==> src/hdl/ooo_pkg.sv <==
// shared widths, opcodes and the dispatch word, used by the back end RTL and its testbench
package ooo_pkg;

    ////////////////////////////////////////////////////////////////////////////
    // widths
    ////////////////////////////////////////////////////////////////////////////

    localparam int data_width = 32;  // operands and results
    localparam int areg_width = 5;   // architectural register index

    // lane latency, counted from the first busy cycle to the cycle before done
    localparam int alu_latency = 1;
    localparam int mul_latency = 4;

    ////////////////////////////////////////////////////////////////////////////
    // operations
    ////////////////////////////////////////////////////////////////////////////

    typedef enum logic [2:0] {
        op_add = 3'd0,
        op_sub = 3'd1,
        op_xor = 3'd2,
        op_mul = 3'd3,  // low half of the product
        op_brc = 3'd4   // branch compare, taken when a equals b
    } opcode_t;

    // one operation as it arrives on the intake handshake
    typedef struct packed {
        opcode_t                 opcode;
        logic [areg_width-1:0]   dest_areg;
        logic [data_width-1:0]   a;
        logic [data_width-1:0]   b;
        logic                    predicted_taken;  // only meaningful for op_brc
    } dispatch_op_t;

    // lane_issue_t and completion_t carry a tag whose width follows rob_depth,
    // so each module declares them locally with the tag as the last field:
    //   lane_issue_t  = { dispatch_op_t op, tag }
    //   completion_t  = { result, mispredict, tag }

endpackage
==> src/hdl/exec_lane.sv <==
// one execution lane, computes an op over a fixed latency and holds the result until granted
`timescale 1ns/1ps

module exec_lane #(
    parameter int rob_depth = 8,
    localparam int tag_width = $clog2(rob_depth),
    localparam int issue_width = $bits(ooo_pkg::dispatch_op_t) + tag_width,
    localparam int cpl_width = ooo_pkg::data_width + 1 + tag_width
) (
    input  logic                   clock,
    input  logic                   reset,
    input  logic                   flush,
    input  logic                   issue_valid,
    input  logic [issue_width-1:0] issue,
    output logic                   idle,
    output logic                   done,
    output logic [cpl_width-1:0]   cpl,
    input  logic                   grant
);

    localparam int cnt_width = $clog2(ooo_pkg::mul_latency + 1);

    typedef struct packed {
        ooo_pkg::dispatch_op_t op;
        logic [tag_width-1:0]  tag;
    } lane_issue_t;

    typedef struct packed {
        logic [ooo_pkg::data_width-1:0] result;
        logic                           mispredict;
        logic [tag_width-1:0]           tag;
    } completion_t;

    lane_issue_t                    issue_in;
    lane_issue_t                    held;       // operands of the op in flight
    logic                           busy;
    logic [cnt_width-1:0]           count;
    logic                           finish;
    logic                           taken;
    logic                           mispredict;
    logic [ooo_pkg::data_width-1:0] result;

    assign issue_in = issue;
    assign idle     = !busy;
    assign finish   = busy && !done && (count == 1);  // last latency cycle

    // datapath from the held operands
    always_comb begin
        taken      = (held.op.a == held.op.b);
        mispredict = 1'b0;
        case (held.op.opcode)
            ooo_pkg::op_add: result = held.op.a + held.op.b;
            ooo_pkg::op_sub: result = held.op.a - held.op.b;
            ooo_pkg::op_xor: result = held.op.a ^ held.op.b;
            ooo_pkg::op_mul: result = held.op.a * held.op.b;  // low half
            ooo_pkg::op_brc: begin
                result     = {{(ooo_pkg::data_width - 1){1'b0}}, taken};
                mispredict = (taken != held.op.predicted_taken);
            end
            default: result = '0;
        endcase
    end

    always_ff @(posedge clock) begin
        if (reset || flush) begin
            busy  <= 1'b0;
            done  <= 1'b0;
            count <= '0;
        end else if (!busy) begin
            if (issue_valid) begin
                busy  <= 1'b1;
                count <= (issue_in.op.opcode == ooo_pkg::op_mul) ?
                         cnt_width'(ooo_pkg::mul_latency) : cnt_width'(ooo_pkg::alu_latency);
            end
        end else if (finish) begin
            done <= 1'b1;
        end else if (!done) begin
            count <= count - 1'b1;
        end else if (grant) begin
            busy <= 1'b0;  // idle from the next cycle
            done <= 1'b0;
        end
    end

    always_ff @(posedge clock) begin
        if (issue_valid && !busy) held <= issue_in;
        if (finish) cpl <= completion_t'{result: result, mispredict: mispredict, tag: held.tag};
    end

endmodule

==> config.mk <==
export PLATFORM = sky130hd
export DESIGN_NAME = exec_lane
export DESIGN_NICKNAME = d
export VERILOG_FILES = /design/src/hdl/ooo_pkg.sv /design/src/hdl/exec_lane.sv
export SDC_FILE = /design/constraint.sdc
export NUM_CORES = 1
export LEC_CHECK = 0
export BUFFER_PORTS_ARGS = -buffer_cell sky130_fd_sc_hd__buf_4
export CAP_MARGIN = 10
export CORE_ASPECT_RATIO = 0.7
export CORE_UTILIZATION = 55
export DETAILED_ROUTE_END_ITERATION = 7
export GPL_ROUTABILITY_DRIVEN = 0
export PLACE_DENSITY = 0.84
export SLEW_MARGIN = 20
export SYNTH_ARGS = -nofsm -noshare
export SYNTH_HDL_FRONTEND = slang
export SYNTH_SLANG_ARGS = --single-unit
==> constraint.sdc <==
create_clock -name clock -period 8.2 [get_ports clock]
set_input_delay 0.41 -clock clock [delete_from_list [all_inputs] [get_ports clock]]
set_output_delay 0.41 -clock clock [all_outputs]
set_load 0.005 [all_outputs]
==> metrics.csv <==
metric,value,unit
grt_usage,33.4,%
relSlewSlack,27.4,%
hold_viol_final,0,
synth-warning-count,0,
hpwl,55800,um
async_flop_share,0,%
cp_max_fo,9,
synth.most_common_cell,inv_1,
slew_violations,0,
yosys-top-cells-count,"444 x inv_1, 410 x fa_1, 278 x and2_1, 264 x nand2_1, 187 x ha_1",
first_pass_iters,8,
area_growth,8.16,%
ys_types,80,
drt-initial-drc-count,2529,
drive_gt1_share,8.73,%
criticalPathCategory,flop to flop,
routedWlPerCell,22.3,um
grt_start_max_net_pins,65,
drc,9,
start_kind,flop,
setup_viol,0,
cts_hold_buf,0,
die-area,42900,um^2
antenna_left,0,
tns,0,ns
fin_crit,7.97,ns
syn-instance-count,2509,
grt_antenna_before_repair,0,
setup_ws,0.228,ns
synth_edf_count,107,
rows,62,
yosysTopAreaCell,fa_1,
clockRootBuffer,clkbuf_16,
cts_max_path_buffers,2,
worst_pin_slew,1.09,ns
worstHoldEndpoint,held[4]$_DFFE_PP_,
fmax,0.125,GHz
routed_via_density,6.12,
grt_overflow,0,
die-width,247,um
core,41200,um^2
die_h,174,um
syn_area,23100,um^2
ff2ff_path_depth,22,
pre_cts_slack,0.391,ns
io_buffers,113,
rsz0062_at_grt,false,
finalCritPeriodShare,97.2,%
yosys-top-cells-area,"fa_1 36%, edfxtp_1 14%, ha_1 10%",
syn_nets,3187,
wl,69500,um
cts_made_buffers,9,
num_vias,19101,
r2r_end,cpl[34]$_DFFE_PP_,
worstHoldStart,issue[4],
fin_nets,3249,
grt_pass1_wl,110000,um
insertion_delay,0.38,ns
arrival,8.09,ns
cts_max_level,3,
violations,DRC,
clock_skew,0.0100,ns
reg2reg_from,held[47]$_DFFE_PP_,
ff2ff_setup_slack,0.23,ns
yosysTopAreaCellShare,35.5,%
io_pins,119,
end_kind,flop,
hold_path.class,primary input to flop,
whs_path_depth,1,
fill_cells,3257,
grt_pass1_vias,19724,
syn_area_per_cell,9.21,um^2
ys_seq_area_share,14.3,%
cts_tree,yes,
maxCapViolations,0,
cts_sinks,112,
cp.required,8.32,ns
start_util,56.1,%
status,finished with violations,
ys.flop_type,edfxtp_1,
clk_pin_slew,0.09,ns
synth-seq-cells,112,
==> worst max-delay path, cell delays in order, from the launching register on <==
cell and delay (ns):
edfxtp_1 0.76, ha_1 0.47, fa_1 0.46, inv_1 0.09
fa_1 0.44, fa_1 0.55, inv_1 0.07, fa_1 0.41
fa_1 0.48, fa_1 0.58, fa_1 0.43, fa_1 0.45
ha_1 0.37, o21ai_0 0.28, o31ai_1 0.16, a211o_1 0.30
a221o_1 0.35, a21o_1 0.20, a21oi_1 0.30, o21ai_1 0.14
xor2_1 0.19, nand2_1 0.11, nand4_1 0.10
==> cells by family after synthesis <==
| group | after synthesis | share of synthesized area (%) |
|---|---|---|
| AND/OR/NAND/NOR | 776 | 16.7 |
| adder cells (fa/ha/maj) | 597 | 45.6 |
| buffers and inverters | 580 | 9.46 |
| AO/OA/AOI/OAI | 340 | 9.86 |
| flip-flops | 112 | 14.3 |
| XOR/XNOR | 97 | 3.67 |
| multiplexers | 7 | 0.314 |
==> what timing repair did <==
action                     CTS  global route
setup endpoints to repair    0             2
buffers inserted             0             7
resized for setup            0             0
==> registers in the layout, summed over array words and instances (netlist names) <==
signal,cells
held,71
cpl,36
count,3
busy,1
done,1
==> area by class of cell <==
| type | instances | area [um^2] | share of cell area [%] |
|---|---|---|---|
| inverters | 450 | 1690 | 6.76 |
| clock buffers | 9 | 225 | 0.901 |
| diodes | 1 | 2.50 | 0.0100 |
| repair buffers | 181 | 1380 | 5.53 |
| well taps | 544 | 681 | 2.72 |
| clock inverters | 7 | 86.3 | 0.345 |
| flip-flops and latches | 112 | 3310 | 13.2 |
| multi-input cells | 1817 | 17600 | 70.5 |
==> per-stage QoR <==
stage               cell area [um^2]  hold WS, ns  util, %  cells
floorplan                      23100        0.400        -   2509
global placement               24600        0.401     59.8   3097
detailed placement             24600        0.405     59.8   3097
CTS                            24900        0.193     60.5   3113
global route                   25000        0.184     60.7   3120
finish                         25000        0.199     60.7   3121
==> cells in the final DEF (no fill, tap or decap), types with 73 or more instances in the layout <==
master    synthesis  routed
a21oi_1          97      97
and2_1          278     278
buf_4             0     179
edfxtp_1        107     107
fa_1            410     410
ha_1            187     187
inv_1           444     443
nand2_1         264     264
nor2_1          124     124
xnor2_1          73      73
==> worst max path at each step <==
stage / endpoint / start / cells past startpoint / slack (ns)
detailed placement: cpl[34]$_DFFE_PP_ / held[12]$_DFFE_PP_ / 22 / 0.39
CTS: cpl[34]$_DFFE_PP_ / held[12]$_DFFE_PP_ / 22 / 0.34
finish: cpl[34]$_DFFE_PP_ / held[47]$_DFFE_PP_ / 22 / 0.23
global route: cpl[24]$_DFFE_PP_ / held[10]$_DFFE_PP_ / 22 / 0.03
floorplan: cpl[34]$_DFFE_PP_ / held[6]$_DFFE_PP_ / 26 / 1.05
global placement: cpl[34]$_DFFE_PP_ / held[13]$_DFFE_PP_ / 24 / 0.50
==> per-layer routing <==
metal  routed length (um)  vias up  GRT usage [%]  part of all wire [%]
met2                30500     1450           49.7                    44
met4                 3670        2           14.1                   5.3
met5                  102        -           1.70                  0.15
li1                     -     8018              -                     -
met3                 9800      306           9.58                    14
met1                25500     9325           45.6                    37
Power is left out: the tool's default activity adds up to more than one toggle a clock period on the data nets, which glitch-free logic cannot reach.
