===== config.mk =====
export PLATFORM = sky130hd
export DESIGN_NAME = dispatch_unit
export DESIGN_NICKNAME = d
export VERILOG_FILES = /design/src/hdl/ooo_pkg.sv /design/src/hdl/dispatch_unit.sv
export SDC_FILE = /design/constraint.sdc
export NUM_CORES = 1
export LEC_CHECK = 0
export ABC_AREA = 1
export BUFFER_PORTS_ARGS = -buffer_cell sky130_fd_sc_hd__buf_2
export CORE_AREA = 2 2 64 66
export DETAILED_ROUTE_END_ITERATION = 8
export DIE_AREA = 0 0 66 68
export GPL_ROUTABILITY_DRIVEN = 0
export PLACE_DENSITY_LB_ADDON = 0.15
export RECOVER_POWER = 50
export SYNTH_ARGS = -nofsm -noshare
export SYNTH_HDL_FRONTEND = slang
export SYNTH_SLANG_ARGS = --single-unit

===== constraint.sdc =====
create_clock -name clock -period 0.85 [get_ports clock]
set_clock_uncertainty 0.05 [all_clocks]
set_input_delay 0.17 -clock clock [delete_from_list [all_inputs] [get_ports clock]]
set_output_delay 0.17 -clock clock [all_outputs]
set_load 0.02 [all_outputs]

===== src/hdl/ooo_pkg.sv =====
// shared widths, opcodes and the dispatch word, used by the back end RTL and its testbench
package ooo_pkg;

    ////////////////////////////////////////////////////////////////////////////
    // widths
    ////////////////////////////////////////////////////////////////////////////

    localparam int data_width = 32;  // operands and results
    localparam int areg_width = 5;   // architectural register index

    // lane latency, counted from the first busy cycle to the cycle before done
    localparam int alu_latency = 1;
    localparam int mul_latency = 4;

    ////////////////////////////////////////////////////////////////////////////
    // operations
    ////////////////////////////////////////////////////////////////////////////

    typedef enum logic [2:0] {
        op_add = 3'd0,
        op_sub = 3'd1,
        op_xor = 3'd2,
        op_mul = 3'd3,  // low half of the product
        op_brc = 3'd4   // branch compare, taken when a equals b
    } opcode_t;

    // one operation as it arrives on the intake handshake
    typedef struct packed {
        opcode_t                 opcode;
        logic [areg_width-1:0]   dest_areg;
        logic [data_width-1:0]   a;
        logic [data_width-1:0]   b;
        logic                    predicted_taken;  // only meaningful for op_brc
    } dispatch_op_t;

    // lane_issue_t and completion_t carry a tag whose width follows rob_depth,
    // so each module declares them locally with the tag as the last field:
    //   lane_issue_t  = { dispatch_op_t op, tag }
    //   completion_t  = { result, mispredict, tag }

endpackage

===== src/hdl/dispatch_unit.sv =====
// dispatch stage, runs the four-phase req/ack intake and issues each op to an idle lane
`timescale 1ns/1ps

module dispatch_unit #(
    parameter int num_lanes = 4,
    parameter int rob_depth = 8,
    localparam int tag_width = $clog2(rob_depth),
    localparam int issue_width = $bits(ooo_pkg::dispatch_op_t) + tag_width
) (
    input  logic                   clock,
    input  logic                   reset,
    input  logic                   flush,
    input  logic                   req,
    input  ooo_pkg::dispatch_op_t  op,
    output logic                   ack,
    input  logic [num_lanes-1:0]   lane_idle,
    input  logic                   rob_full,
    input  logic [tag_width-1:0]   alloc_tag,
    output logic                   alloc,
    output logic [num_lanes-1:0]   issue_valid,
    output logic [issue_width-1:0] issue
);

    localparam int lane_idx_width = (num_lanes > 1) ? $clog2(num_lanes) : 1;

    typedef struct packed {
        ooo_pkg::dispatch_op_t op;
        logic [tag_width-1:0]  tag;
    } lane_issue_t;

    typedef enum logic [1:0] {
        s_idle,          // ack low, waiting for req and resources
        s_acked,         // ack high until req drops
        s_wait_release   // ack just dropped
    } state_t;

    state_t                    state;
    logic                      any_idle;
    logic [lane_idx_width-1:0] lane_sel;
    logic                      do_issue;

    // lowest numbered idle lane wins
    always_comb begin
        any_idle = 1'b0;
        lane_sel = '0;
        for (int i = num_lanes - 1; i >= 0; i--) begin
            if (lane_idle[i]) begin
                any_idle = 1'b1;
                lane_sel = i[lane_idx_width-1:0];
            end
        end
    end

    // a flush cycle aborts the issue, the op is retried next cycle
    assign do_issue = (state == s_idle) && req && !rob_full && any_idle && !flush;
    assign alloc    = do_issue;
    assign ack      = (state == s_acked);
    assign issue    = lane_issue_t'{op: op, tag: alloc_tag};  // tail tag of the rob

    always_comb begin
        issue_valid = '0;
        if (do_issue) begin
            issue_valid[lane_sel] = 1'b1;
        end
    end

    ////////////////////////////////////////////////////////////////////////////
    // handshake fsm
    ////////////////////////////////////////////////////////////////////////////

    always_ff @(posedge clock) begin
        if (reset) begin
            state <= s_idle;
        end else begin
            case (state)
                s_idle:         if (do_issue) state <= s_acked;
                s_acked:        if (!req) state <= s_wait_release;
                s_wait_release: state <= s_idle;  // source sees ack low here
                default:        state <= s_idle;
            endcase
        end
    end

endmodule


==> flow_metrics.env <==
export IMPL_diodes=0
export IMPL_ys_types=14
export IMPL_r2r_end="state[0]"
export IMPL_fin_total_pwr_w=0.000594
export IMPL_clock_latency_ps=210
export IMPL_dr_wl_met3_um=273
export IMPL_syn_cell_area_um2=734
export IMPL_synth_xor_area_share_pct=0
export IMPL_netlist_instances=101
export IMPL_cp_endpoint="issue_valid[1]"
export IMPL_syn2layout_area_growth_pct=-33.7
export IMPL_worstPathCellList="nor2_4, nand2_4, nor3_4, buf_6"
export IMPL_max_freq_ghz=0.799
export IMPL_grt_pass1_vias=369
export IMPL_antenna_found_initial=0
export IMPL_cp_arrival_ps=1030
export IMPL_yosys_area_top_type_share_pct=77.7
export IMPL_cpPeakStageDelay_ps=320
export IMPL_holdBufCountCts=0
export IMPL_synth_fa_ha_area_share_pct=0
export IMPL_fin_nets=135
export IMPL_synth_area_per_cell_um2=7.27
export IMPL_fillers=467
export IMPL_slew_violations=0
export IMPL_finalSetupViolations=7
export IMPL_grt_max_degree=4
export IMPL_synth_compound_area_share_pct=1.87
export IMPL_grt_use_total_pct=5.74
export IMPL_die_h_um=68
export IMPL_pre_cts_ws_ps=-302
export IMPL_ant_nets=0
export IMPL_worstPathMaxFanout=3
export IMPL_root_buffer="clkbuf_8"
export IMPL_post_drt_wl_per_cell_um=13.4
export IMPL_leakage_nw=0.194
export IMPL_firstDrtPassIters=4
export IMPL_critPathLaunch="state[0]"
export IMPL_m1WireLength_um=335
export IMPL_viasPerCell=3.40
export IMPL_violations="negative setup slack"
export IMPL_regMostFlops="state"
export IMPL_cts_buffers=3
export IMPL_yosysTopAreaCell="buf_4"
export IMPL_core_area_um2=3860
export IMPL_critPathCaptureType="primary output"
export IMPL_numPortBuffers=14
export IMPL_fp_row_count=23
export IMPL_crit_slowest_cell="dfxtp_2"
export IMPL_vdd_drop_max_uv=334
export IMPL_rr_startpoint="state[0]"
export IMPL_worstMarginPinSlew_ps=228
export IMPL_dp_cells=94
export IMPL_clockBufferDepth=2
export IMPL_overflow=0
export IMPL_cts_tree="built"
export IMPL_critPathLaunchType="register"
export IMPL_grt_first_pass_wirelength_mm=1.85
export IMPL_start_util_pct=19.0
export IMPL_h_tree_depth=1
export IMPL_synthMuxAreaShare_pct=0
export IMPL_status="finished, violations left"
export IMPL_synth_top_family_by_area="buffers and inverters"
export IMPL_final_cell_mix="buf_2, buf_6, buf_4, nor2_4"
export IMPL_hold_violations=0
export IMPL_ys_seq_area_share_pct=5.45
export IMPL_layout_commonest_cell="buf_2"
export IMPL_drt_initial_drc_count=9
export IMPL_chipWidth_um=66
export IMPL_drive_above_1_share_pct=81.3
export IMPL_worst_slack_ps=-401
export IMPL_dieArea_um2=4490
export IMPL_slew_headroom_pct=84.8
export IMPL_r2r_slack_ps=-140
export IMPL_clkSinkCount=2
export IMPL_vias=333
export IMPL_dpl_hpwl_mm=1.11
export IMPL_final_period_utilization_pct=147
export IMPL_path_class="reg -> out"
export IMPL_largest_register_ffs=2
export IMPL_hp_class="in -> reg"
export IMPL_synthesis_nets=186
export IMPL_io_pins=167
export IMPL_final_cells=98
export IMPL_synth_simple_area_share_pct=12.9
export IMPL_synthTopCellsByArea="buf_4, dfxtp_1, nor2_1, inv_1, nand2_1"
export IMPL_rsz0062_at_grt="true"
export IMPL_drc=0
export IMPL_wl_met2_um=593
export IMPL_maxCapViolations=0
export IMPL_synth_seq_cells=2
export IMPL_highest_layer="met4"
export IMPL_drt_total_wl_mm=1.32
export IMPL_required_ps=630
export IMPL_rr_worst_depth=4
export IMPL_worst_setup_hold_path_clk_slew_ps=30
export IMPL_ys_warn_count=0
export IMPL_power_density_nw_per_um2=1220
export IMPL_reg_top3="state x2"
export IMPL_min_period_ps=1250
-- layer usage --
layer,track usage (%),vias to the layer above
met4,8.16,0
met2,8.08,56
met1,3.92,128
met5,0,-
li1,-,127
met3,4.93,22
-- worst min-delay path by stage --
| stage | startpoint | end | slack, ps | cells past startpoint |
|---|---|---|---|---|
| finish | reset | state[0] | 110 | 2 |
| global route | reset | state[1] | 110 | 2 |
| CTS | reset | state[0] | 110 | 2 |
| detailed placement | alloc_tag[0] | issue[0] | 290 | 0 |
| global placement | alloc_tag[0] | issue[0] | 290 | 0 |
| floorplan | reset | state[0] | 180 | 1 |
-- area by class of cell --
| cell class | instances | area [µm²] | share of cell area [%] |
|---|---|---|---|
| multi-input cells | 19 | 173 | 35.5 |
| inverters | 4 | 15.0 | 3.08 |
| clock buffers | 3 | 41.3 | 8.48 |
| repair buffers | 20 | 153 | 31.4 |
| well taps | 50 | 62.6 | 12.9 |
| flip-flops and latches | 2 | 42.5 | 8.74 |
-- stage by stage --
stage	util [%]	area (µm²)	TNS (ps)	hold slack, ps
after CTS	12.7	490	-2520	109
after floorplan	-	767	-721	182
after detailed placement	9.51	367	-1590	290
final	12.6	487	-2300	113
after global routing	12.6	487	-2680	115
after global placement	9.51	367	-1660	290
-- timing repair --
action                                  in CTS  in global routing
cloned                                       0                  0
endpoints found under the setup margin       8                  7
setup buffers                                1                  1
gates resized for setup                     19                  0
pin swaps                                    5                  2
-- power by group --
group	leakage [nW]	internal (W)	total [W]	switching (W)
sequential	0.0172	0.0000977	0.000100	0.00000262
clock	0.0216	0.000299	0.000371	0.0000714
combinational	0.156	0.0000572	0.000123	0.0000663
total	0.194	0.000454	0.000594	0.000140
-- Yosys cell counts --
cell,instances
dfxtp_1,2
nand3_2,1
a21oi_2,1
buf_4,76
nor4_1,1
nand2_1,4
nor2_2,1
nor2_4,1
nand2_2,1
nor2_1,6
a21oi_1,1
nor3_2,1
inv_1,4
nand3b_1,1
-- logic make-up after synthesis --
logic type / Yosys count
buffers and inverters: 80
AOI/OAI and AO/OA: 2
DFF: 2
and+or+nand+nor: 17
-- critical path, delay by kind of cell, from the launching register on --
family        cells  cell delay, ps
buf+inv           1             140
flops             1             320
simple gates      3             370
(Power assumes the default switching activity.)
