<file path="src/hdl/ooo_pkg.sv">
// shared widths, opcodes and the dispatch word, used by the back end RTL and its testbench
package ooo_pkg;

    ////////////////////////////////////////////////////////////////////////////
    // widths
    ////////////////////////////////////////////////////////////////////////////

    localparam int data_width = 32;  // operands and results
    localparam int areg_width = 5;   // architectural register index

    // lane latency, counted from the first busy cycle to the cycle before done
    localparam int alu_latency = 1;
    localparam int mul_latency = 4;

    ////////////////////////////////////////////////////////////////////////////
    // operations
    ////////////////////////////////////////////////////////////////////////////

    typedef enum logic [2:0] {
        op_add = 3'd0,
        op_sub = 3'd1,
        op_xor = 3'd2,
        op_mul = 3'd3,  // low half of the product
        op_brc = 3'd4   // branch compare, taken when a equals b
    } opcode_t;

    // one operation as it arrives on the intake handshake
    typedef struct packed {
        opcode_t                 opcode;
        logic [areg_width-1:0]   dest_areg;
        logic [data_width-1:0]   a;
        logic [data_width-1:0]   b;
        logic                    predicted_taken;  // only meaningful for op_brc
    } dispatch_op_t;

    // lane_issue_t and completion_t carry a tag whose width follows rob_depth,
    // so each module declares them locally with the tag as the last field:
    //   lane_issue_t  = { dispatch_op_t op, tag }
    //   completion_t  = { result, mispredict, tag }

endpackage
</file>
<file path="src/hdl/reorder_buffer.sv">
// circular reorder buffer, retires completed ops in tag order and flushes on a mispredict
`timescale 1ns/1ps

module reorder_buffer #(
    parameter int rob_depth = 8,
    localparam int tag_width = $clog2(rob_depth),
    localparam int cpl_width = ooo_pkg::data_width + 1 + tag_width
) (
    input  logic                           clock,
    input  logic                           reset,
    input  logic                           alloc,
    input  logic [ooo_pkg::areg_width-1:0] alloc_areg,
    output logic [tag_width-1:0]           alloc_tag,
    output logic                           rob_full,
    input  logic                           cpl_valid,
    input  logic [cpl_width-1:0]           cpl,
    output logic                           commit_valid,
    output logic [ooo_pkg::areg_width-1:0] commit_areg,
    output logic [ooo_pkg::data_width-1:0] commit_value,
    output logic                           commit_mispredict,
    output logic                           flush
);

    typedef struct packed {
        logic [ooo_pkg::data_width-1:0] result;
        logic                           mispredict;
        logic [tag_width-1:0]           tag;
    } completion_t;

    completion_t cpl_in;

    ////////////////////////////////////////////////////////////////////////////
    // entries and pointers
    ////////////////////////////////////////////////////////////////////////////

    logic [ooo_pkg::areg_width-1:0] entry_areg       [rob_depth];
    logic [ooo_pkg::data_width-1:0] entry_value      [rob_depth];
    logic                           entry_mispredict [rob_depth];
    logic [rob_depth-1:0]           entry_done;

    // top bit of each pointer is the wrap bit
    logic [tag_width:0]   head;
    logic [tag_width:0]   tail;
    logic [tag_width-1:0] head_idx;
    logic                 empty;

    assign cpl_in    = cpl;
    assign head_idx  = head[tag_width-1:0];
    assign alloc_tag = tail[tag_width-1:0];

    // same slot, wrap bits equal when empty and different when full
    assign empty    = (head == tail);
    assign rob_full = (head[tag_width] != tail[tag_width]) && (head_idx == alloc_tag);

    ////////////////////////////////////////////////////////////////////////////
    // commit port
    ////////////////////////////////////////////////////////////////////////////

    // held off during flush, the head may already point past the branch
    assign commit_valid      = !empty && entry_done[head_idx] && !flush;
    assign commit_areg       = entry_areg[head_idx];
    assign commit_value      = entry_value[head_idx];
    assign commit_mispredict = entry_mispredict[head_idx];

    always_ff @(posedge clock) begin
        if (reset) begin
            flush <= 1'b0;
        end else begin
            flush <= commit_valid && commit_mispredict;  // one cycle after the branch
        end
    end

    always_ff @(posedge clock) begin
        if (reset || flush) begin
            head       <= '0;
            tail       <= '0;
            entry_done <= '0;  // drops every younger op
        end else begin
            if (alloc) begin
                tail                  <= tail + 1'b1;
                entry_done[alloc_tag] <= 1'b0;
            end
            if (cpl_valid) entry_done[cpl_in.tag] <= 1'b1;
            if (commit_valid) head <= head + 1'b1;
        end
    end

    // entry payload
    always_ff @(posedge clock) begin
        if (alloc) begin
            entry_areg[alloc_tag] <= alloc_areg;
        end
        if (cpl_valid) begin
            entry_value[cpl_in.tag]      <= cpl_in.result;
            entry_mispredict[cpl_in.tag] <= cpl_in.mispredict;
        end
    end

endmodule

</file>
<file path="config.mk">
export PLATFORM = sky130hd
export DESIGN_NAME = reorder_buffer
export DESIGN_NICKNAME = d
export VERILOG_FILES = /design/src/hdl/ooo_pkg.sv /design/src/hdl/reorder_buffer.sv
export SDC_FILE = /design/constraint.sdc
export NUM_CORES = 1
export LEC_CHECK = 0
export ABC_CLOCK_PERIOD_IN_PS = 3800
export BUFFER_PORTS_ARGS = -buffer_cell sky130_fd_sc_hd__buf_4
export CORE_MARGIN = 4
export CORE_UTILIZATION = 50
export DETAILED_ROUTE_END_ITERATION = 16
export PLACE_DENSITY = 0.68
export SYNTH_ARGS = -nofsm -noshare
export SYNTH_HDL_FRONTEND = slang
export SYNTH_SLANG_ARGS = --single-unit
</file>
<file path="constraint.sdc">
create_clock -name clock -period 3.8 [get_ports clock]
set_input_delay 0.57 -clock clock [delete_from_list [all_inputs] [get_ports clock]]
set_output_delay 0.57 -clock clock [all_outputs]
set_load 0.02 [all_outputs]
</file>
==> reports/qor.txt, run 1 <==
Die X-Extent - 166 µm
Final Net Count - 726
Average cell area after synthesis - 22.1 µm²
Ratio of final minimum period to clock period - 83.7%
Commonest cells in the netlist - edfxtp_1, mux4_2, mux2_2, nor2_1
Worst setup slack before clock tree synthesis - 1070 ps
End of the worst register-to-register path - flush
Vias post-DR - 5768
Worst-case hold path end point - entry_value[7][16]
Unrepaired setup endpoints after global routing - no
Endpoints failing hold - 0
Detailed-route DRC error count - 0
Net Sw Frac - 19.5%
Total Neg Setup Slack - 0 ps
Number of vias per cell - 5.65
Synthesis warning total - 0
Cells after Synth - 569
NetSw - 1.44 mW
Max-slew violation count - 0
Logic pwr share - 4.1%
Global route overflow - 0
Delay contributed by the slowest stage of the critical path - 740 ps
Proportion of synthesized chip area in sequential cells - 75.9%
Min Tclk post-route - 3180 ps
IO Count - 89
Number of buffers inserted for hold repair after clock tree synthesis - 0
Count of input and output buffers - 88
Synthesized Nets - 616
FFs w/ async S/R, synth - 0%
Number of buffers created by CTS - 34
Placed Cells incl. Taps - 967
Area fraction of the dominant cell type after synthesis - 72.7%
Power density of the placed cells - 506 mW/mm²
Area of the mapped netlist - 0.0126 mm²
Static leakage power - 4.78 nW
Slew of the pin with the lowest slew margin - 914 ps
Area grow syn2layout - 16.4%
Dominant cells by area after synthesis - edfxtp_1, mux4_2, mux4_1
Worst reg2reg path depth - 4
Worst Hold Depth - 1
Min-Delay Startpoint - cpl[20]
Wirelength per Cell - 22.9 µm
Fraction of layout cells with a size suffix above 1 - 36.5%
Initial Util - 51.2%
Achievable Freq - 314 MHz
Peak fanout along the critical path - 30
Post-CTS Setup Bufs - 0
Cell Int Power - 5.96 mW
Clock-pin transition on the worst setup and hold timing paths - 60 ps
Maximum number of pins on one net before global-route repair - 43
Clock Skew - 4.99 ps
Share of power burned in the clock network - 41.2%
Number of setup violations in the final report - 0
CTS tree - done
CP Class - reg -> out
Most repeated cell in the gate-level netlist after synthesis - edfxtp_1
Worst-case register-to-register setup slack - 1880 ps
Synthesis-stage register bit count - 324
Class of the worst hold path - in -> reg
Die outline area - 0.0277 mm²
Predominant post-synthesis flop cell - edfxtp_1
Number of global-route vias before repair - 6226
Clock latency on the worst-skew pair - 500 ps
Sequential share of power - 54.7%
Row count - 57
Number of enable-type register cells in the synthesized netlist - 304
Library cell appearing most often on the critical path - buf_4
Max-cap violation count - 0
Number of buffers between clock root and the deepest sink - 3
Cell breakdown of the critical path - buf_4 > mux4_2 > mux2_2 > buf_4
Crit path setup slack, layout - 618 ps
TritonRoute pass-1 iters - 4
Worst ir drop on vdd - 0.295 mV
Number of sinks handled by clock tree synthesis - 324
Depth of the CTS H-tree - 2
Kind of capture point of the worst setup path - output port
Global-route wire length before repair - 36600 µm
Initial antenna violation count - 0
Placer congestion estimate - 0.766
Ant diodes - 0
Total Routed Length - 23400 µm
CTS Root Cell - clkbuf_16
CP bufs+invs - 2
Height of the chip - 166 µm
Top cell type by total area after synthesis - edfxtp_1
Unique masters post-synth - 31
Kind of cell with the highest combined delay on the critical path - multiplexers
Count of antenna-violating nets left after detailed routing - 0
Post-layout instance count excluding filler cells - 1020
Required arrival time at the worst endpoint - 3230 ps
Normalized max-slew margin - 39.1%
CTS resizes - 0
Critical-path cell with the highest stage delay - dfxtp_4
Status - finished, final reports clean
Post-DP HPWL - 14100 µm
Aggregate global-route resource usage - 17.1%
CORE AREA - 0.0245 mm²
Crit path DAT - 2610 ps
Type of origin of the critical path - flip-flop
Number of DRC markers in iteration 0 - 522
[placed cells by master, fill, tap and decap left out, types with 4 or more instances in the layout]
master	synthesis	layout
mux2_2	39	39
a21oi_1	5	5
buf_4	3	102
clkbuf_16	0	34
mux4_1	20	20
o21a_1	5	5
nand4_1	4	4
or3_1	4	4
xnor2_1	5	5
clkbuf_1	12	6
nand2b_1	7	7
mux4_2	56	56
inv_1	4	4
nand2_1	12	12
clkinv_1	0	4
mux2i_1	8	8
dfxtp_1	20	17
nor2_4	0	6
edfxtp_1	304	304
nor2_1	31	25
[stage by stage]
step / hold slack, ps / cell area (µm²) / util, % / total power, mW
6_report: 286 / 14600 / 59.6 / 7.40
3_3_place_gp: 472 / 13600 / 55.4 / 4.41
3_5_place_dp: 475 / 13600 / 55.4 / 4.43
2_1_floorplan: 453 / 12600 / - / 4.27
4_1_cts: 258 / 14600 / 59.6 / 7.47
5_1_grt: 273 / 14600 / 59.6 / 7.66
[final cells by class]
class	count	area (µm²)
multi-input combinational	211	2840
fill	1742	9910
tap	324	405
inverter	4	15.0
timing repair buffer	104	806
clock buffer	42	901
clock inverter	11	119
sequential	324	9540
[kinds of logic (layout without fill, tap and decap cells)]
group,count (synthesis),count (layout),share of synthesized area (%)
AND/OR/NAND/NOR,66,66,2.39
AO/OA/AOI/OAI,14,14,0.767
flip-flops,324,324,75.9
XOR/XNOR,6,6,0.418
buffers and inverters,34,161,1.97
adder cells (fa/ha/maj),2,2,0.199
multiplexers,123,123,18.4
[layer usage]
layer	wire length [µm]	GRT usage [%]	vias to the layer above
met2	12100	29.4	139
li1	-	-	2577
met5	0	0	-
met3	1260	3.39	29
met4	343	4.55	0
met1	9650	22.6	3023
[power groups by stage]
stage	combinational (mW)	clock (mW)	sequential, mW
floorplan	0.163	0	4.11
finish	0.303	3.05	4.05
detailed placement	0.308	0	4.12
global route	0.327	3.28	4.05
CTS	0.309	3.11	4.05
global placement	0.297	0	4.11
[how the worst max path moves through the flow]
stage	to	cells past startpoint
final	commit_value[7]	4
after global routing	commit_areg[4]	4
after CTS	commit_areg[4]	4
after detailed placement	commit_areg[4]	4
after global placement	commit_areg[0]	4
after floorplan	entry_mispredict[0]	2
[registers in the layout, summed over array words and instances (netlist names), named ones only]
name and cells:
entry_done 8, flush 1, entry_areg 40, entry_value 256, tail 4, head 4
entry_mispredict 8
(Power assumes the default switching activity.)
==> run 2: changes to the inputs <==
- ABC_CLOCK_PERIOD_IN_PS: 3800 -> 3100
- clock period: 3.8 -> 3.1 ns (I/O delays scaled with it)
==> run 2 against run 1 <==
  * Die area stayed put
  * Cell count is 0.69% higher
  * Design area is 1.2% higher
  * Count of clock-buffer cells in the layout is 9 lower
  * Worst hold slack worse by 140 ps
  * Wire length is 1.6% higher
  * First-iteration DRC count is 13% lower
  * Sequential share of layout area is 0.76 points lower
  * Critical path type unchanged
  * Via count is 0.90% higher
  * Critical endpoint is now commit_mispredict
  * Setup slack worse by 460 ps
  * Combinational power is 25% higher
  * Highest routed layer unchanged
==> reports/qor.txt, run 2 (synthesis results as in run 1) <==
Status - finished, final reports clean
Count of antenna-violating nets left after detailed routing - 0 (unchanged)
CTS Root Cell - clkbuf_16
Ratio of final minimum period to clock period - 94.9%
CP bufs+invs - 2 (unchanged)
Number of buffers inserted for hold repair after clock tree synthesis - 0 (unchanged)
Min-Delay Startpoint - cpl[27]
Ant diodes - 0 (unchanged)
Multi-input gate area in the final layout - 0.00285 mm² (+0.44%)
Peak fanout along the critical path - 34 (+13%)
Largest registers - entry_value x256, entry_areg x40
Placer congestion estimate - 0.750 (-2.0%)
Kind of cell with the highest combined delay on the critical path - flip-flops
Initial Util - 51.2% (unchanged)
Kind of capture point of the worst setup path - output port
Min Tclk post-route - 2940 ps
Number of inserted filler cells in the final layout - 1709 (-1.9%)
Worst setup slack before clock tree synthesis - 648 ps (-420 ps)
Endpoints failing hold - 0 (unchanged)
Post-route cell area - 0.0148 mm² (+1.2%)
Number of vias per cell - 5.67 (+0.21%)
Library cell appearing most often on the critical path - buf_4
Maximum number of pins on one net before global-route repair - 35 (-19%)
Initial antenna violation count - 0 (unchanged)
Aggregate global-route resource usage - 17.0% (-0.068 points)
CTS tree - done
Height of the chip - 166 µm (unchanged)
Count of input and output buffers - 88 (unchanged)
IO Count - 89 (unchanged)
Worst ir drop on vdd - 0.397 mV (+34%)
Static leakage power - 4.85 nW (+1.5%)
Number of global-route vias before repair - 6204 (-0.35%)
Clock latency on the worst-skew pair - 550 ps (+50 ps)
Normalized max-slew margin - 56.6% (+18 points)
Global-route wire length before repair - 36800 µm (+0.51%)
Sequential cell area in the final layout - 0.00954 mm² (unchanged)
Vias post-DR - 5820 (+0.90%)
Max reg flops - 256 (unchanged)
Global route overflow - 0 (unchanged)
Max-cap violation count - 0 (unchanged)
Number of buffers created by CTS - 31 (-8.8%)
Commonest cells after routing, fill and taps aside - edfxtp_1, buf_4, mux4_2, mux2_2, clkbuf_16
Clock-pin transition on the worst setup and hold timing paths - 70 ps (about the same)
Most common library cell in the layout ignoring fill and taps - edfxtp_1
Final Net Count - 725 (-0.14%)
Crit path DAT - 2480 ps (-130 ps)
Die outline area - 0.0277 mm² (unchanged)
Required arrival time at the worst endpoint - 2630 ps (-600 ps)
CORE AREA - 0.0245 mm² (unchanged)
DP Area - 0.0137 mm² (+0.61%)
CP Class - reg -> out
Number of sinks handled by clock tree synthesis - 324 (unchanged)
Detailed-route DRC error count - 0 (unchanged)
Number of buffers between clock root and the deepest sink - 3 (unchanged)
Slew of the pin with the lowest slew margin - 649 ps (-265 ps)
Cell breakdown of the critical path - buf_4 > mux4_1 > mux2_2 > buf_4
Type of origin of the critical path - flip-flop
Unrepaired setup endpoints after global routing - no
TritonRoute pass-1 iters - 6 (+2)
Depth of the CTS H-tree - 1 (-1)
Class of the worst hold path - in -> reg
Fraction of layout cells with a size suffix above 1 - 37.8% (+1.3 points)
Final Util - 60.3% (+0.70 points)
Number of DRC markers in iteration 0 - 456 (-13%)
Die X-Extent - 166 µm (unchanged)
Row count - 57 (unchanged)
Delay contributed by the slowest stage of the critical path - 680 ps (-60 ps)
Post-DP HPWL - 14000 µm (-1.0%)
Wirelength per Cell - 23.2 µm (+0.94%)
Total Neg Setup Slack - 0 ps (unchanged)
Max-slew violation count - 0 (unchanged)
Total Routed Length - 23800 µm (+1.6%)
Largest Register - entry_value
Crit path setup slack, layout - 157 ps (-461 ps)
Achievable Freq - 340 MHz
Number of setup violations in the final report - 0 (unchanged)
Clock Skew - 13.3 ps (+8.32 ps)
Critical-path cell with the highest stage delay - dfxtp_4
Power density of the placed cells - 626 mW/mm² (+24%)
Area grow syn2layout - 17.8%
-- run 2: power breakdown --
| part | internal, mW | switching, mW | leakage (nW) |
|---|---|---|---|
| Clock | 2.34 | 1.58 | 0.533 |
| Sequential | 4.92 | 0.0393 | 2.93 |
| Combinational | 0.168 | 0.210 | 1.39 |
| Total | 7.43 | 1.83 | 4.85 |
-- run 2: timing repair --
item | in CTS | in global routing
resized for setup | 0 | 0
buffers inserted | 0 | 1
setup endpoints to repair | 0 | 1
-- run 2: layout make-up --
type	instances	share of cell area, %
flip-flops and latches	324	64.5
multi-input cells	211	19.3
repair buffers	106	6.11
clock buffers	33	5.30
well taps	324	2.74
clock inverters	25	2.02
inverters	4	0.102
-- run 2: worst paths after layout --
check	cells past startpoint	to	slack, ps
setup / recovery	4	commit_mispredict	160
hold / removal	1	entry_value[7][23]	140
hold reg to reg	2	entry_done[1]	500
setup reg to reg	5	flush	1130
-- run 2: routing by layer --
layer	GRT usage, %	vias to the layer above	wire [µm]
li1	-	2575	-
met1	22.8	3071	9870
met2	29.5	153	12400
met3	3.08	21	1270
met4	4.06	0	281
met5	0	-	0
-- run 2: through the flow --
step	cells	hold WS (ps)	power, mW
floorplan	569	453	5.24
global placement	968	464	5.41
detailed placement	968	482	5.43
CTS	1026	117	9.33
global route	1027	127	9.57
finish	1027	142	9.25
==> run 3: changes to the inputs <==
- CELL_PAD_IN_SITES_DETAIL_PLACEMENT: default -> 0
- CELL_PAD_IN_SITES_GLOBAL_PLACEMENT: default -> 1
- PLACE_DENSITY: 0.68 -> default
- PLACE_DENSITY_LB_ADDON: default -> 0.1
==> run 3 against run 2 <==
  * Total power down 1.5%
  * First-iteration DRC count shrank 2.2%
  * Cell count barely moved
  * Global-route usage rose by 0.10 points
  * Via count is 0.93% lower
  * Wire length fell by 1.8%
  * Die area unchanged
  * Maximum frequency up 2.1%
  * Sequential cell count did not move
  * Sequential share of layout area grew 0.38 points
  * Register-to-register slack gained 300 ps
==> reports/qor.txt, run 3 (synthesis results as in run 1) <==
Status - finished, final reports clean
Number of vias per cell - 5.61 (-1.0%)
Type of origin of the critical path - flip-flop
Maximum number of pins on one net before global-route repair - 39 (+11%)
Final Net Count - 727 (+0.28%)
Number of sinks handled by clock tree synthesis - 324 (unchanged)
Depth of the CTS H-tree - 2 (+1)
Global-route wire length before repair - 36500 µm (-0.82%)
Placer congestion estimate - 0.709 (-5.5%)
Height of the chip - 166 µm (unchanged)
Number of buffers created by CTS - 34 (+9.7%)
Row count - 57 (unchanged)
Class of the worst hold path - in -> reg
Total Neg Setup Slack - 0 ps (unchanged)
Commonest cells after routing, fill and taps aside - edfxtp_1, buf_4, mux4_2, mux2_2, clkbuf_16
Post-route cell area - 0.0147 mm² (-0.58%)
Die X-Extent - 166 µm (unchanged)
DP Area - 0.0137 mm² (-0.18%)
Total Routed Length - 23400 µm (-1.8%)
Unrepaired setup endpoints after global routing - no
CTS Root Cell - clkbuf_16
Initial antenna violation count - 1 (+1)
Number of setup violations in the final report - 0 (unchanged)
Count of input and output buffers - 88 (unchanged)
Number of inserted filler cells in the final layout - 1786 (+4.5%)
Max-cap violation count - 0 (unchanged)
Clock-pin transition on the worst setup and hold timing paths - 60 ps (about the same)
Clock latency on the worst-skew pair - 500 ps (-50 ps)
Max-slew violation count - 0 (unchanged)
Count of antenna-violating nets left after detailed routing - 0 (unchanged)
Endpoints failing hold - 0 (unchanged)
IO Count - 89 (unchanged)
Number of global-route vias before repair - 6104 (-1.6%)
Global route overflow - 0 (unchanged)
Post-CTS Setup Bufs - 0 (unchanged)
TritonRoute pass-1 iters - 4 (-2)
Ratio of final minimum period to clock period - 93.0% (-1.9 points)
Min Tclk post-route - 2880 ps (-59.4 ps)
Number of DRC markers in iteration 0 - 446 (-2.2%)
Initial Util - 51.2% (unchanged)
Kind of capture point of the worst setup path - output port
Number of buffers inserted for hold repair after clock tree synthesis - 0 (unchanged)
Area grow syn2layout - 17.1%
Worst hold-check slack - 197 ps (+55.4 ps)
Peak fanout along the critical path - 30 (-12%)
Power density of the placed cells - 620 mW/mm² (-0.88%)
Post-DP HPWL - 13100 µm (-6.3%)
CTS resizes - 0 (unchanged)
Clock Skew - 4.38 ps (-8.94 ps)
Number of buffers between clock root and the deepest sink - 3 (unchanged)
CP Class - reg -> out
Achievable Freq - 347 MHz (+2.1%)
Largest registers - entry_value x256, entry_areg x40
Final Util - 59.9% (-0.35 points)
Most common library cell in the layout ignoring fill and taps - edfxtp_1
Die outline area - 0.0277 mm² (unchanged)
Largest Register - entry_value
Fraction of layout cells with a size suffix above 1 - 36.4% (-1.5 points)
Detailed-route DRC error count - 0 (unchanged)
CTS tree - done
Static leakage power - 4.81 nW (-0.81%)
Required arrival time at the worst endpoint - 2630 ps (about the same)
Vias post-DR - 5766 (-0.93%)
Ant diodes - 0 (unchanged)
Normalized max-slew margin - 56.2% (-0.38 points)
Aggregate global-route resource usage - 17.1% (+0.10 points)
Wirelength per Cell - 22.7 µm (-1.8%)
Slew of the pin with the lowest slew margin - 654 ps (+5.68 ps)
Crit path DAT - 2420 ps (-60 ps)
Min-Delay Startpoint - cpl[35]
CORE AREA - 0.0245 mm² (unchanged)
Worst ir drop on vdd - 0.437 mV (+10%)
Max reg flops - 256 (unchanged)
## run 3: cell count changes in the layout (fill, tap and decap cells not counted), moves of 2 or more
cell / before / now
buf_12: 7 / 5
buf_4: 98 / 100
bufinv_16: 6 / 1
clkbuf_1: 2 / 9
clkbuf_16: 31 / 37
clkinv_1: 3 / 7
clkinv_2: 10 / 5
clkinv_4: 2 / 0
## run 3: routing by layer
layer | vias to the layer above | global-route usage, % | share of wire (%)
met5 | - | 0 | 0.086
met3 | 36 | 3.53 | 4.4
met2 | 126 | 29.0 | 53
met4 | 2 | 4.52 | 1.9
li1 | 2583 | - | -
met1 | 3019 | 23.0 | 41
## run 3: area by class of cell
class	count	area [µm²]	area share [%]
well taps	324	405	2.76
clock inverters	14	88.8	0.604
inverters	4	15.0	0.102
clock buffers	46	960	6.53
repair buffers	105	851	5.79
multi-input cells	211	2850	19.4
flip-flops and latches	324	9540	64.9
## run 3: critical path, stage by stage, from the launching register on
cell     delay, ps
dfxtp_4        530
buf_12         290
mux4_1         590
mux2_2         310
buf_4          170
## run 3: through the flow
| stage | setup slack [ps] | std cells | power, mW |
|---|---|---|---|
| final | 217 | 1028 | 9.12 |
| after global routing | 72.2 | 1028 | 9.47 |
| after CTS | 151 | 1028 | 9.22 |
| after detailed placement | 692 | 968 | 5.43 |
| after global placement | 687 | 968 | 5.41 |
| after floorplan | 570 | 569 | 5.24 |
## run 3: final timing paths
| path | cells after the start | end | slack, ps |
|---|---|---|---|
| worst max-delay path | 4 | commit_value[23] | 220 |
| worst min-delay path | 1 | entry_value[1][31] | 200 |
| worst max register to register | 4 | flush | 1430 |
| worst min register to register | 2 | head[3] | 500 |
## run 3: power breakdown
part / switching [mW] / internal (mW) / leakage (nW)
Combinational: 0.209 / 0.164 / 1.37
Clock: 1.54 / 2.25 / 0.511
Sequential: 0.0365 / 4.92 / 2.93
Total: 1.79 / 7.33 / 4.81
